**src/hdl/fifo_pkg.sv**
```systemverilog
////////////////////////////////////////////////////////////////////////////
// FIFO shared definitions
////////////////////////////////////////////////////////////////////////////

package fifo_pkg;

  localparam int DEPTH   = 4;
  localparam int WIDTH   = 8;
  localparam int COUNT_W = 3;
  localparam int PTR_W   = 2;

  typedef logic [WIDTH-1:0]   data_t;
  typedef logic [COUNT_W-1:0] count_t;
  typedef logic [PTR_W-1:0]   ptr_t;

  // Registered flags and their next-cycle values
  typedef struct packed {
    logic   full;
    logic   full_next;
    logic   empty;
    logic   empty_next;
    count_t items;
    count_t items_next;
    count_t slots;
    count_t slots_next;
  } fifo_status_t;

  typedef enum logic [2:0] {
    ERR_NONE          = 3'd0,
    ERR_PUSH_UNSTABLE = 3'd1,
    ERR_POP_UNSTABLE  = 3'd2,
    ERR_FLAGS         = 3'd3,
    ERR_DATA          = 3'd4,
    ERR_EMPTY_POP     = 3'd5
  } chk_err_e;

  typedef struct packed {
    logic     flagged;
    chk_err_e kind;
  } chk_report_t;

  // Ring index advance, wraps at DEPTH
  function automatic ptr_t ptr_inc(ptr_t p);
    ptr_inc = (p == ptr_t'(DEPTH - 1)) ? '0 : p + 1'b1;
  endfunction

endpackage
```
**src/hdl/fifo_top.sv**
```systemverilog
////////////////////////////////////////////////////////////////////////////
// FIFO with in-system checker
////////////////////////////////////////////////////////////////////////////

`timescale 1ns/10ps

module fifo_top
  import fifo_pkg::*;
(
  input  logic         clk,
  input  logic         rst_n,
  input  logic         push_valid,
  input  data_t        push_data,
  output logic         push_ready,
  input  logic         pop_ready,
  output logic         pop_valid,
  output data_t        pop_data,
  output fifo_status_t status,
  output chk_report_t  report
);

  // Controller to storage
  logic  wr_en;
  ptr_t  wr_ptr;
  ptr_t  rd_ptr;
  data_t rd_data;

  fifo_ctrl i_ctrl (
    .clk        (clk),
    .rst_n      (rst_n),
    .push_valid (push_valid),
    .push_data  (push_data),
    .push_ready (push_ready),
    .pop_ready  (pop_ready),
    .pop_valid  (pop_valid),
    .pop_data   (pop_data),
    .wr_en      (wr_en),
    .wr_ptr     (wr_ptr),
    .rd_ptr     (rd_ptr),
    .rd_data    (rd_data),
    .status     (status)
  );

  fifo_storage i_storage (
    .clk     (clk),
    .wr_en   (wr_en),
    .wr_ptr  (wr_ptr),
    .wr_data (push_data),
    .rd_ptr  (rd_ptr),
    .rd_data (rd_data)
  );

  // Checker sees only the ports and status
  fifo_monitor i_monitor (
    .clk        (clk),
    .rst_n      (rst_n),
    .push_valid (push_valid),
    .push_ready (push_ready),
    .push_data  (push_data),
    .pop_valid  (pop_valid),
    .pop_ready  (pop_ready),
    .pop_data   (pop_data),
    .status     (status),
    .report     (report)
  );

endmodule

```
**src/hdl/fifo_monitor.sv**
```systemverilog
////////////////////////////////////////////////////////////////////////////
// FIFO protocol and data checker
////////////////////////////////////////////////////////////////////////////

`timescale 1ns/10ps

module fifo_monitor
  import fifo_pkg::*;
(
  input  logic         clk,
  input  logic         rst_n,
  input  logic         push_valid,
  input  logic         push_ready,
  input  data_t        push_data,
  input  logic         pop_valid,
  input  logic         pop_ready,
  input  data_t        pop_data,
  input  fifo_status_t status,
  output chk_report_t  report
);

  // Shadow model of the FIFO contents
  count_t   sh_items;
  ptr_t     sh_head;
  ptr_t     sh_tail;
  data_t    ring [DEPTH];

  logic     push_fire;
  logic     pop_fire;
  logic     push_stall_q;
  logic     pop_stall_q;
  data_t    push_data_q;
  data_t    pop_data_q;
  data_t    expect_data;
  logic     flags_bad;
  chk_err_e err;

  assign push_fire = push_valid & push_ready;
  assign pop_fire  = pop_valid & pop_ready;

  // Pass-through word when the shadow is empty
  assign expect_data = (sh_items == '0) ? push_data : ring[sh_head];

  assign flags_bad = (status.items != sh_items) ||
                     (status.slots != count_t'(DEPTH) - sh_items) ||
                     (status.full != (sh_items == count_t'(DEPTH))) ||
                     (status.empty != (sh_items == '0));

  // First match wins when several checks fail together
  always_comb begin
    if (push_stall_q && (!push_valid || push_data != push_data_q)) begin
      err = ERR_PUSH_UNSTABLE;
    end else if (pop_stall_q && (!pop_valid || pop_data != pop_data_q)) begin
      err = ERR_POP_UNSTABLE;
    end else if (status.empty && !push_valid && pop_valid) begin
      err = ERR_EMPTY_POP;
    end else if (flags_bad) begin
      err = ERR_FLAGS;
    end else if (pop_fire && pop_data != expect_data) begin
      err = ERR_DATA;
    end else begin
      err = ERR_NONE;
    end
  end

  always_ff @(posedge clk) begin
    if (!rst_n) begin
      sh_items     <= '0;
      sh_head      <= '0;
      sh_tail      <= '0;
      push_stall_q <= 1'b0;
      pop_stall_q  <= 1'b0;
      report       <= '{flagged: 1'b0, kind: ERR_NONE};
    end else begin
      sh_items <= sh_items + count_t'(push_fire) - count_t'(pop_fire);
      if (push_fire) begin
        sh_tail <= ptr_inc(sh_tail);
      end
      if (pop_fire) begin
        sh_head <= ptr_inc(sh_head);
      end
      push_stall_q <= push_valid & ~push_ready;
      pop_stall_q  <= pop_valid & ~pop_ready;
      // Sticky: keep only the first violation
      if (!report.flagged && err != ERR_NONE) begin
        report.flagged <= 1'b1;
        report.kind    <= err;
      end
    end
  end

  // Shadow ring and stall snapshots
  always_ff @(posedge clk) begin
    if (push_fire) begin
      ring[sh_tail] <= push_data;
    end
    push_data_q <= push_data;
    pop_data_q  <= pop_data;
  end

  a_next_flags: assert property (@(posedge clk) disable iff (!rst_n)
    1'b1 |=> {status.full, status.empty, status.items, status.slots} ==
             $past({status.full_next, status.empty_next, status.items_next,
                    status.slots_next}));

  a_report_sticky: assert property (@(posedge clk) disable iff (!rst_n)
    report.flagged |=> report.flagged && $stable(report.kind));

endmodule

```
**src/hdl/fifo_ctrl.sv**
```systemverilog
////////////////////////////////////////////////////////////////////////////
// FIFO pointers, handshake and status
////////////////////////////////////////////////////////////////////////////

`timescale 1ns/10ps

module fifo_ctrl
  import fifo_pkg::*;
(
  input  logic         clk,
  input  logic         rst_n,
  input  logic         push_valid,
  input  data_t        push_data,
  output logic         push_ready,
  input  logic         pop_ready,
  output logic         pop_valid,
  output data_t        pop_data,
  output logic         wr_en,
  output ptr_t         wr_ptr,
  output ptr_t         rd_ptr,
  input  data_t        rd_data,
  output fifo_status_t status
);

  ptr_t   head;
  ptr_t   tail;
  logic   ready_q;
  logic   full_q;
  logic   empty_q;
  count_t items_q;
  count_t slots_q;

  logic   push_fire;
  logic   pop_fire;
  logic   bypass;
  logic   do_write;
  logic   do_read;
  logic   full_nx;
  logic   empty_nx;
  count_t items_nx;
  count_t slots_nx;

  // Handshakes
  assign push_ready = ready_q;
  assign push_fire  = push_valid & ready_q;
  assign pop_valid  = ~empty_q | push_fire;
  assign pop_fire   = pop_valid & pop_ready;

  // Empty FIFO with a ready consumer passes the word straight through
  assign bypass   = empty_q & push_fire & pop_ready;
  assign do_write = push_fire & ~bypass;
  assign do_read  = pop_fire & ~empty_q;
  assign pop_data = empty_q ? push_data : rd_data;

  assign wr_en  = do_write;
  assign wr_ptr = tail;
  assign rd_ptr = head;

  // Next-cycle flags
  assign items_nx = items_q + count_t'(do_write) - count_t'(do_read);
  assign slots_nx = count_t'(DEPTH) - items_nx;
  assign full_nx  = (items_nx == count_t'(DEPTH));
  assign empty_nx = (items_nx == '0);

  always_comb begin
    status.full       = full_q;
    status.full_next  = full_nx;
    status.empty      = empty_q;
    status.empty_next = empty_nx;
    status.items      = items_q;
    status.items_next = items_nx;
    status.slots      = slots_q;
    status.slots_next = slots_nx;
  end

  always_ff @(posedge clk) begin
    if (!rst_n) begin
      head    <= '0;
      tail    <= '0;
      ready_q <= 1'b0;
      full_q  <= 1'b0;
      empty_q <= 1'b1;
      items_q <= '0;
      slots_q <= count_t'(DEPTH);
    end else begin
      if (do_write) begin
        tail <= ptr_inc(tail);
      end
      if (do_read) begin
        head <= ptr_inc(head);
      end
      // Ready tracks not-full from the register stage
      ready_q <= ~full_nx;
      full_q  <= full_nx;
      empty_q <= empty_nx;
      items_q <= items_nx;
      slots_q <= slots_nx;
    end
  end

  a_items_slots_sum: assert property (@(posedge clk) disable iff (!rst_n)
    items_q + slots_q == count_t'(DEPTH));

  a_full_empty_excl: assert property (@(posedge clk) disable iff (!rst_n)
    !(full_q && empty_q));

endmodule

```
**src/hdl/fifo_storage.sv**
```systemverilog
////////////////////////////////////////////////////////////////////////////
// FIFO register array
////////////////////////////////////////////////////////////////////////////

`timescale 1ns/10ps

module fifo_storage
  import fifo_pkg::*;
(
  input  logic  clk,
  input  logic  wr_en,
  input  ptr_t  wr_ptr,
  input  data_t wr_data,
  input  ptr_t  rd_ptr,
  output data_t rd_data
);

  // One word per entry
  data_t mem [DEPTH];

  // Write port at the tail
  always_ff @(posedge clk) begin
    if (wr_en) begin
      mem[wr_ptr] <= wr_data;
    end
  end

  // Head entry is visible without a clock edge
  assign rd_data = mem[rd_ptr];

endmodule

```
**config.mk**
```make
export PLATFORM = sky130hd
export DESIGN_NAME = fifo_top
export DESIGN_NICKNAME = d
export VERILOG_FILES = /design/src/hdl/fifo_pkg.sv /design/src/hdl/fifo_top.sv /design/src/hdl/fifo_monitor.sv /design/src/hdl/fifo_ctrl.sv /design/src/hdl/fifo_storage.sv
export SDC_FILE = /design/constraint.sdc
export NUM_CORES = 1
export LEC_CHECK = 0
export BUFFER_PORTS_ARGS = -buffer_cell sky130_fd_sc_hd__buf_2
export CAP_MARGIN = 25
export CORE_ASPECT_RATIO = 0.9
export CORE_UTILIZATION = 53
export DETAILED_ROUTE_END_ITERATION = 16
export PLACE_DENSITY = 0.75
export SYNTH_ARGS = -nofsm -noshare
export SYNTH_HDL_FRONTEND = slang
export SYNTH_SLANG_ARGS = --single-unit
```
**constraint.sdc**
```tcl
create_clock -name clk -period 3.7 [get_ports clk]
set_clock_uncertainty 0.15 [all_clocks]
set_input_delay 0.74 -clock clk [delete_from_list [all_inputs] [get_ports clk]]
set_output_delay 0.74 -clock clk [all_outputs]
set_load 0.02 [all_outputs]
```
Word level (Yosys, flattened, before mapping)
Memory sizes are Yosys's and may differ from the RTL's. A register that Yosys moved wholly into a read port is not among the register bits. Cells that the tools add are included. Widths: inputs -> output; s select.

Bits in registers: 42. Latch bits: 0. Bits in writable memories: 64. Bits in read-only memories: 0. Output and inout port bits: 30. Word-level logic and storage cells: 91. Memories kept: 2.

Add/sub/neg operators: 10. $mul: 0. Div/mod/pow operators: 0. $lt $le $gt $ge: 0. Equal/unequal tests: 13. Shift-type cells: 0. Mux-type cells: 19. Bitwise gates (word level): 14. Reductions and logical operators: 17.

Memories: i_monitor.ring (depth 4, width 8, rd ports 1, clocked after Yosys merged registers in 1, wr ports 1, RTL line fifo_monitor.sv:26) `data_t ring [DEPTH];`; i_storage.mem (depth 4, width 8, rd ports 1, clocked after Yosys merged registers in 1, wr ports 1, RTL line fifo_storage.sv:19) `data_t mem [DEPTH];`.

Operators by type and width (count): $ne 8x8->1 (3); $mux 2 (8); $mux 8 (2); $mux 3 (5); $add 2x1->2 const B (4); $and 1x1->1 (8); $eq 2x2->1 const B (4); $add 3x1->3 (2); $eq 3x3->1 const B (2); $logic_and 1x1->1 (6); $logic_not 3->1 (2); $ne 3x3->1 (2); $sub 3x1->3 (2); $sub 3x3->3 const A (2); $logic_or 1x1->1 (5); $not 1->1 (5); $mux 1 (4); $logic_not 1->1 (3); $reduce_bool 3->1 (1); $ne 1x1->1 (2); $or 1x1->1 (1).

Depth between registers and ports, before layout
Depth after elaboration: 11. Mapped depth: 14. Depth with buffers taken out: 13.

By module
A second synthesis with hierarchy kept.

Cells, all modules: 350. Area total of the unflattened synthesis: 4753.3 µm².

By module, submodules not included: fifo_monitor (instances 1, cells each 234, area an instance 2854.0 µm², seq. area each 1581.5 µm²); fifo_storage (instances 1, cells each 46, area an instance 1188.6 µm², seq. area each 960.9 µm²); fifo_ctrl (instances 1, cells each 70, area an instance 710.7 µm², seq. area each 240.2 µm²).

Least setup slack after synthesis
OpenSTA, ideal clock, no wires.

Path kind: input to output. Start: input port push_valid. End: output port status[2] in the netlist's numbering. Data arrival time: 3041 ps. Required time: 2810 ps. Setup slack: -231 ps. Cell stages on the path: 12. Cells stage by stage: nand2_1 a21oi_1 inv_1 ha_1 inv_1 ha_1 inv_1 fa_1 xor2_1 xnor2_1 inv_1 ha_1.

RTL lines: start, declared (RTL line fifo_top.sv:12) `input logic push_valid,`; end, declared (RTL line fifo_top.sv:18) `output fifo_status_t status,`.

==> summary.txt <==
Place
  • Placed inst area: around 0.0051 mm^2
  • DP HPWL: 6170 um
  • # port buffers: 41
  • RD Place Congestion: 0.844

Drt
  • DRT iter0 DRCs: 106
  • Routed wire per std cell: approximately 16 um
  • DRT antenna net count: 0
  • DRT Pass-1 Iters: 4
  • Total Wirelength: 8660 um
  • Vias per cell: 5.15
  • Via count: 2731
  • Remaining DRCs: 0

Global routing
  • Vias in the first global route: around 2800
  • GRT Total Usage: 20.1%
  • GRT overflow: 0
  • Pin count of the biggest net entering global routing: 21
  • Global-route wire length before repair: 13900 um
  • Initial antenna violation count: 0

Layout
  • Synth-to-Final Area Change: 14.7%
  • ANT cells: 0
  • Nets: 440
  • Layout cells sized above 1: between 20% and 30%
  • Design Area, Final: 0.00544 mm^2

Worst hold path
  • Hold Crit Class: flop to flop

Outcome
  • Status: finished clean

Yosys
  • Mapped cell area: 0.00474 mm^2
  • Synth area leaders: edfxtp_1, dfxtp_1, ha_1, mux4_2, xnor2_1
  • Ys Warns: 0
  • Synth area leader: edfxtp_1
  • Number of synthesized flops with an enable pin: 64
  • Async set or reset register ratio after synthesis: 0%
  • Syn Inst Count: 349
  • Flops & latches, synth: 109
  • Primary FF master, synth: edfxtp_1
  • Register area share after synthesis: between 50% and 60%
  • Synth cell types: 47
  • Synth top area share: between 40% and 50%
  • Post-synthesis net count: 383
  • Syn avg cell area: 13.6 um^2

Clocking
  • Longest Clk Path Bufs: 2
  • Inserted Clock Buffers: 9
  • Root Buffer: clkbuf_8
  • Clock Sink Count: 109
  • Clk slew on worst S/H paths: approximately 0.1 ns
  • Clock Latency Late Sink: roughly 0.36 ns
  • Hold_buf cts: 0
  • CTS H-tree depth: 3
  • TritonCTS clock tree: yes

Setup path
  • Critical Path Source: push_valid
  • RR Endpoint: i_monitor.report[1]
  • Slowest cell delay on critical path: 0.36 ns
  • Critical Path AT: 2.73 ns
  • Crit Path Class: input pin to output pin
  • Worst setup endpoint: status[2]
  • R2R cell count: 8
  • CP max-delay cell: fa_2
  • Critical path startpoint category: input pin
  • Reg-to-reg slack, setup: 0.80 ns
  • Critical path cell sequence: buf_6, nand2_4, a21oi_4, inv_2, ha_4, inv_2, ha_4, inv_2, fa_2, xor2_2, xnor2_2, inv_2, ha_4, buf_6
  • Most frequent CP cell: inv_2
  • Worst EP required: 2.81 ns
  • Crit path max fanout: 2
  • CP Capture Type: output pin

Timing
  • Final min period: ~3.6 ns
  • Worst-margin pin slew: 0.580 ns
  • Final Hold Viols: 0
  • Hold WS: 0.339 ns
  • Fin crit share: a little over nine tenths
  • RSZ-0062 raised after global routing: false
  • F_max: 277 MHz
  • Rel. slew slack: slightly above 60%
  • Setup-failing EPs final: 0
  • Slew Viols, Final: 0

Floorplan
  • Die Area: 0.00933 mm^2
  • Die Span X: 102 um
  • Starting density of the core: 55.1%
  • Num rows: 32
  • Core Region: between 0.008 and 0.009 mm^2
  • Die Y-Extent: 91.7 um
  • Num ports: 42

Pwr
  • Power share of the combinational group: between 40 and 50%
  • Sw power: 1670 uW
  • Sw Share: about two fifths
  • Peak VDD IR: 0.000512 V
  • Pwr dens: 788 mW/mm^2
  • P_int: around 2600 uW
  • Leak Pwr: 0.00209 uW
  • Clock power share: 16.0%
  • Flop pwr share: between 30% and 40%

Run
  • Number of max-cap violations: 0
-- metal layers --
layer | GRT usage, % | routed length [um] | share of wire, %
met4 | 5.80 | 75 | 0.87
met1 | 27.2 | 4030 | 47
met3 | 4.42 | 319 | 3.7
met5 | 0 | 0 | 0
met2 | 32.3 | 4240 | 49
-- final cells by class --
class	count	area (um^2)
clock buffer	9	124
clock inverter	7	63.8
fill	637	3170
inverter	29	109
multi-input combinational	197	1800
sequential	109	2830
tap	119	149
timing repair buffer	60	365
-- power by group through the flow --
stage          sequential, uW  combinational [uW]  clock, uW
2_1_floorplan            1620                1400          0
3_3_place_gp             1620                1760          0
3_5_place_dp             1630                1820          0
4_1_cts                  1600                1910        700
5_1_grt                  1640                2150        748
6_report                 1610                1990        684
-- critical path: cells and delay by family --
kind | cells | cell delay [ns]
AO/OA/AOI/OAI | 1 | 0.12
XOR/XNOR | 2 | 0.37
adder cells (fa/ha/maj) | 4 | 0.99
buffers and inverters | 6 | 0.43
AND/OR/NAND/NOR | 1 | 0.06
-- worst min-delay path by stage --
stage | from | to | slack, ns | cells past startpoint
global placement | i_monitor.sh_head[1] | i_monitor.sh_head[1] | 0.32 | 2
finish | i_monitor.sh_head[1] | flop | 0.34 | 2
floorplan | i_monitor.sh_head[1] | flop | 0.30 | 2
global route | i_ctrl.push_ready | i_monitor.push_stall_q | 0.36 | 1
CTS | i_monitor.sh_head[1] | i_monitor.sh_head[1] | 0.34 | 2
detailed placement | i_monitor.sh_head[1] | i_monitor.sh_head[1] | 0.32 | 2
-- sequential cells by signal, indices dropped and copies added, names as in the netlist, named ones only --
signal and cells:
i_ctrl.items_q 2, i_ctrl.rd_ptr 2, i_monitor.pop_stall_q 1, i_monitor.sh_items 3, i_monitor.ring 32, i_ctrl.wr_ptr 2
i_ctrl.push_ready 1, i_monitor.sh_tail 2, i_storage.mem 32, i_monitor.pop_data_q 8, i_monitor.report 4, i_monitor.sh_head 2
i_monitor.push_stall_q 1, i_monitor.push_data_q 8, i_ctrl.full_q 1, i_ctrl.empty_q 1, i_ctrl.slots_q 3
-- cells in the final DEF, fill, tap and decap left out, drive strengths merged, types with 3 or more instances in the layout --
master,instances
dfxtp,45
buf,60
mux4,11
nor2,16
a31o,3
ha,20
and2,8
o21ai,3
clkbuf,9
nand2,19
nor4,3
nand2b,5
and3,6
xnor2,24
edfxtp,64
inv,31
a22oi,3
nor3,6
xor2,12
nand3,3
mux2i,20
clkinv,4
a21oi,10
-- timing repair --
action / in CTS / in global routing
setup endpoints to repair: 3 / 3
gates cloned: 0 / 0
setup buffers: 8 / 1
pin swaps: 3 / 5
gates resized for setup: 5 / 14
-- per-stage QoR --
step / power, uW / TNS, ns / setup WS [ns] / instances / util, %
after global routing: 4530 / 0 / 0.0245 / 530 / 63.1
after CTS: 4210 / 0 / 0.0399 / 529 / 62.3
final: 4280 / 0 / 0.0845 / 530 / 63.1
after detailed placement: 3450 / -0.129 / -0.0824 / 505 / 59.3
after floorplan: 3030 / 0 / 0.0310 / 349 / -
after global placement: 3380 / -0.00619 / -0.00619 / 505 / 59.3
-- logic make-up (layout without fill, tap and decap cells) --
group	after synthesis	in the layout	synth area share (%)
buf+inv	43	105	4.14
mux	33	33	10.8
simple gates	74	74	8.08
xor+xnor	36	36	6.65
flops	109	109	59.6
compound gates	32	32	4.65
fa+ha+maj	22	22	6.12
-- synthesized netlist by cell type, types with 2 or more instances --
library cell / number
a21oi_1: 10
a22oi_1: 3
a31o_1: 2
a31oi_1: 2
and2_1: 8
and3_1: 6
buf_4: 7
clkbuf_1: 5
clkinv_1: 2
dfxtp_1: 45
edfxtp_1: 64
fa_1: 2
ha_1: 20
inv_1: 27
mux2_2: 2
mux2i_1: 16
mux2i_4: 3
mux4_2: 11
nand2_1: 19
nand2b_1: 5
nand3_1: 3
nand4_1: 2
nor2_1: 16
nor2b_1: 2
nor3_1: 6
nor4_1: 2
o21a_1: 2
o21ai_0: 3
o22ai_1: 2
xnor2_1: 24
xor2_1: 12
Power figures use the tool's default switching activity.
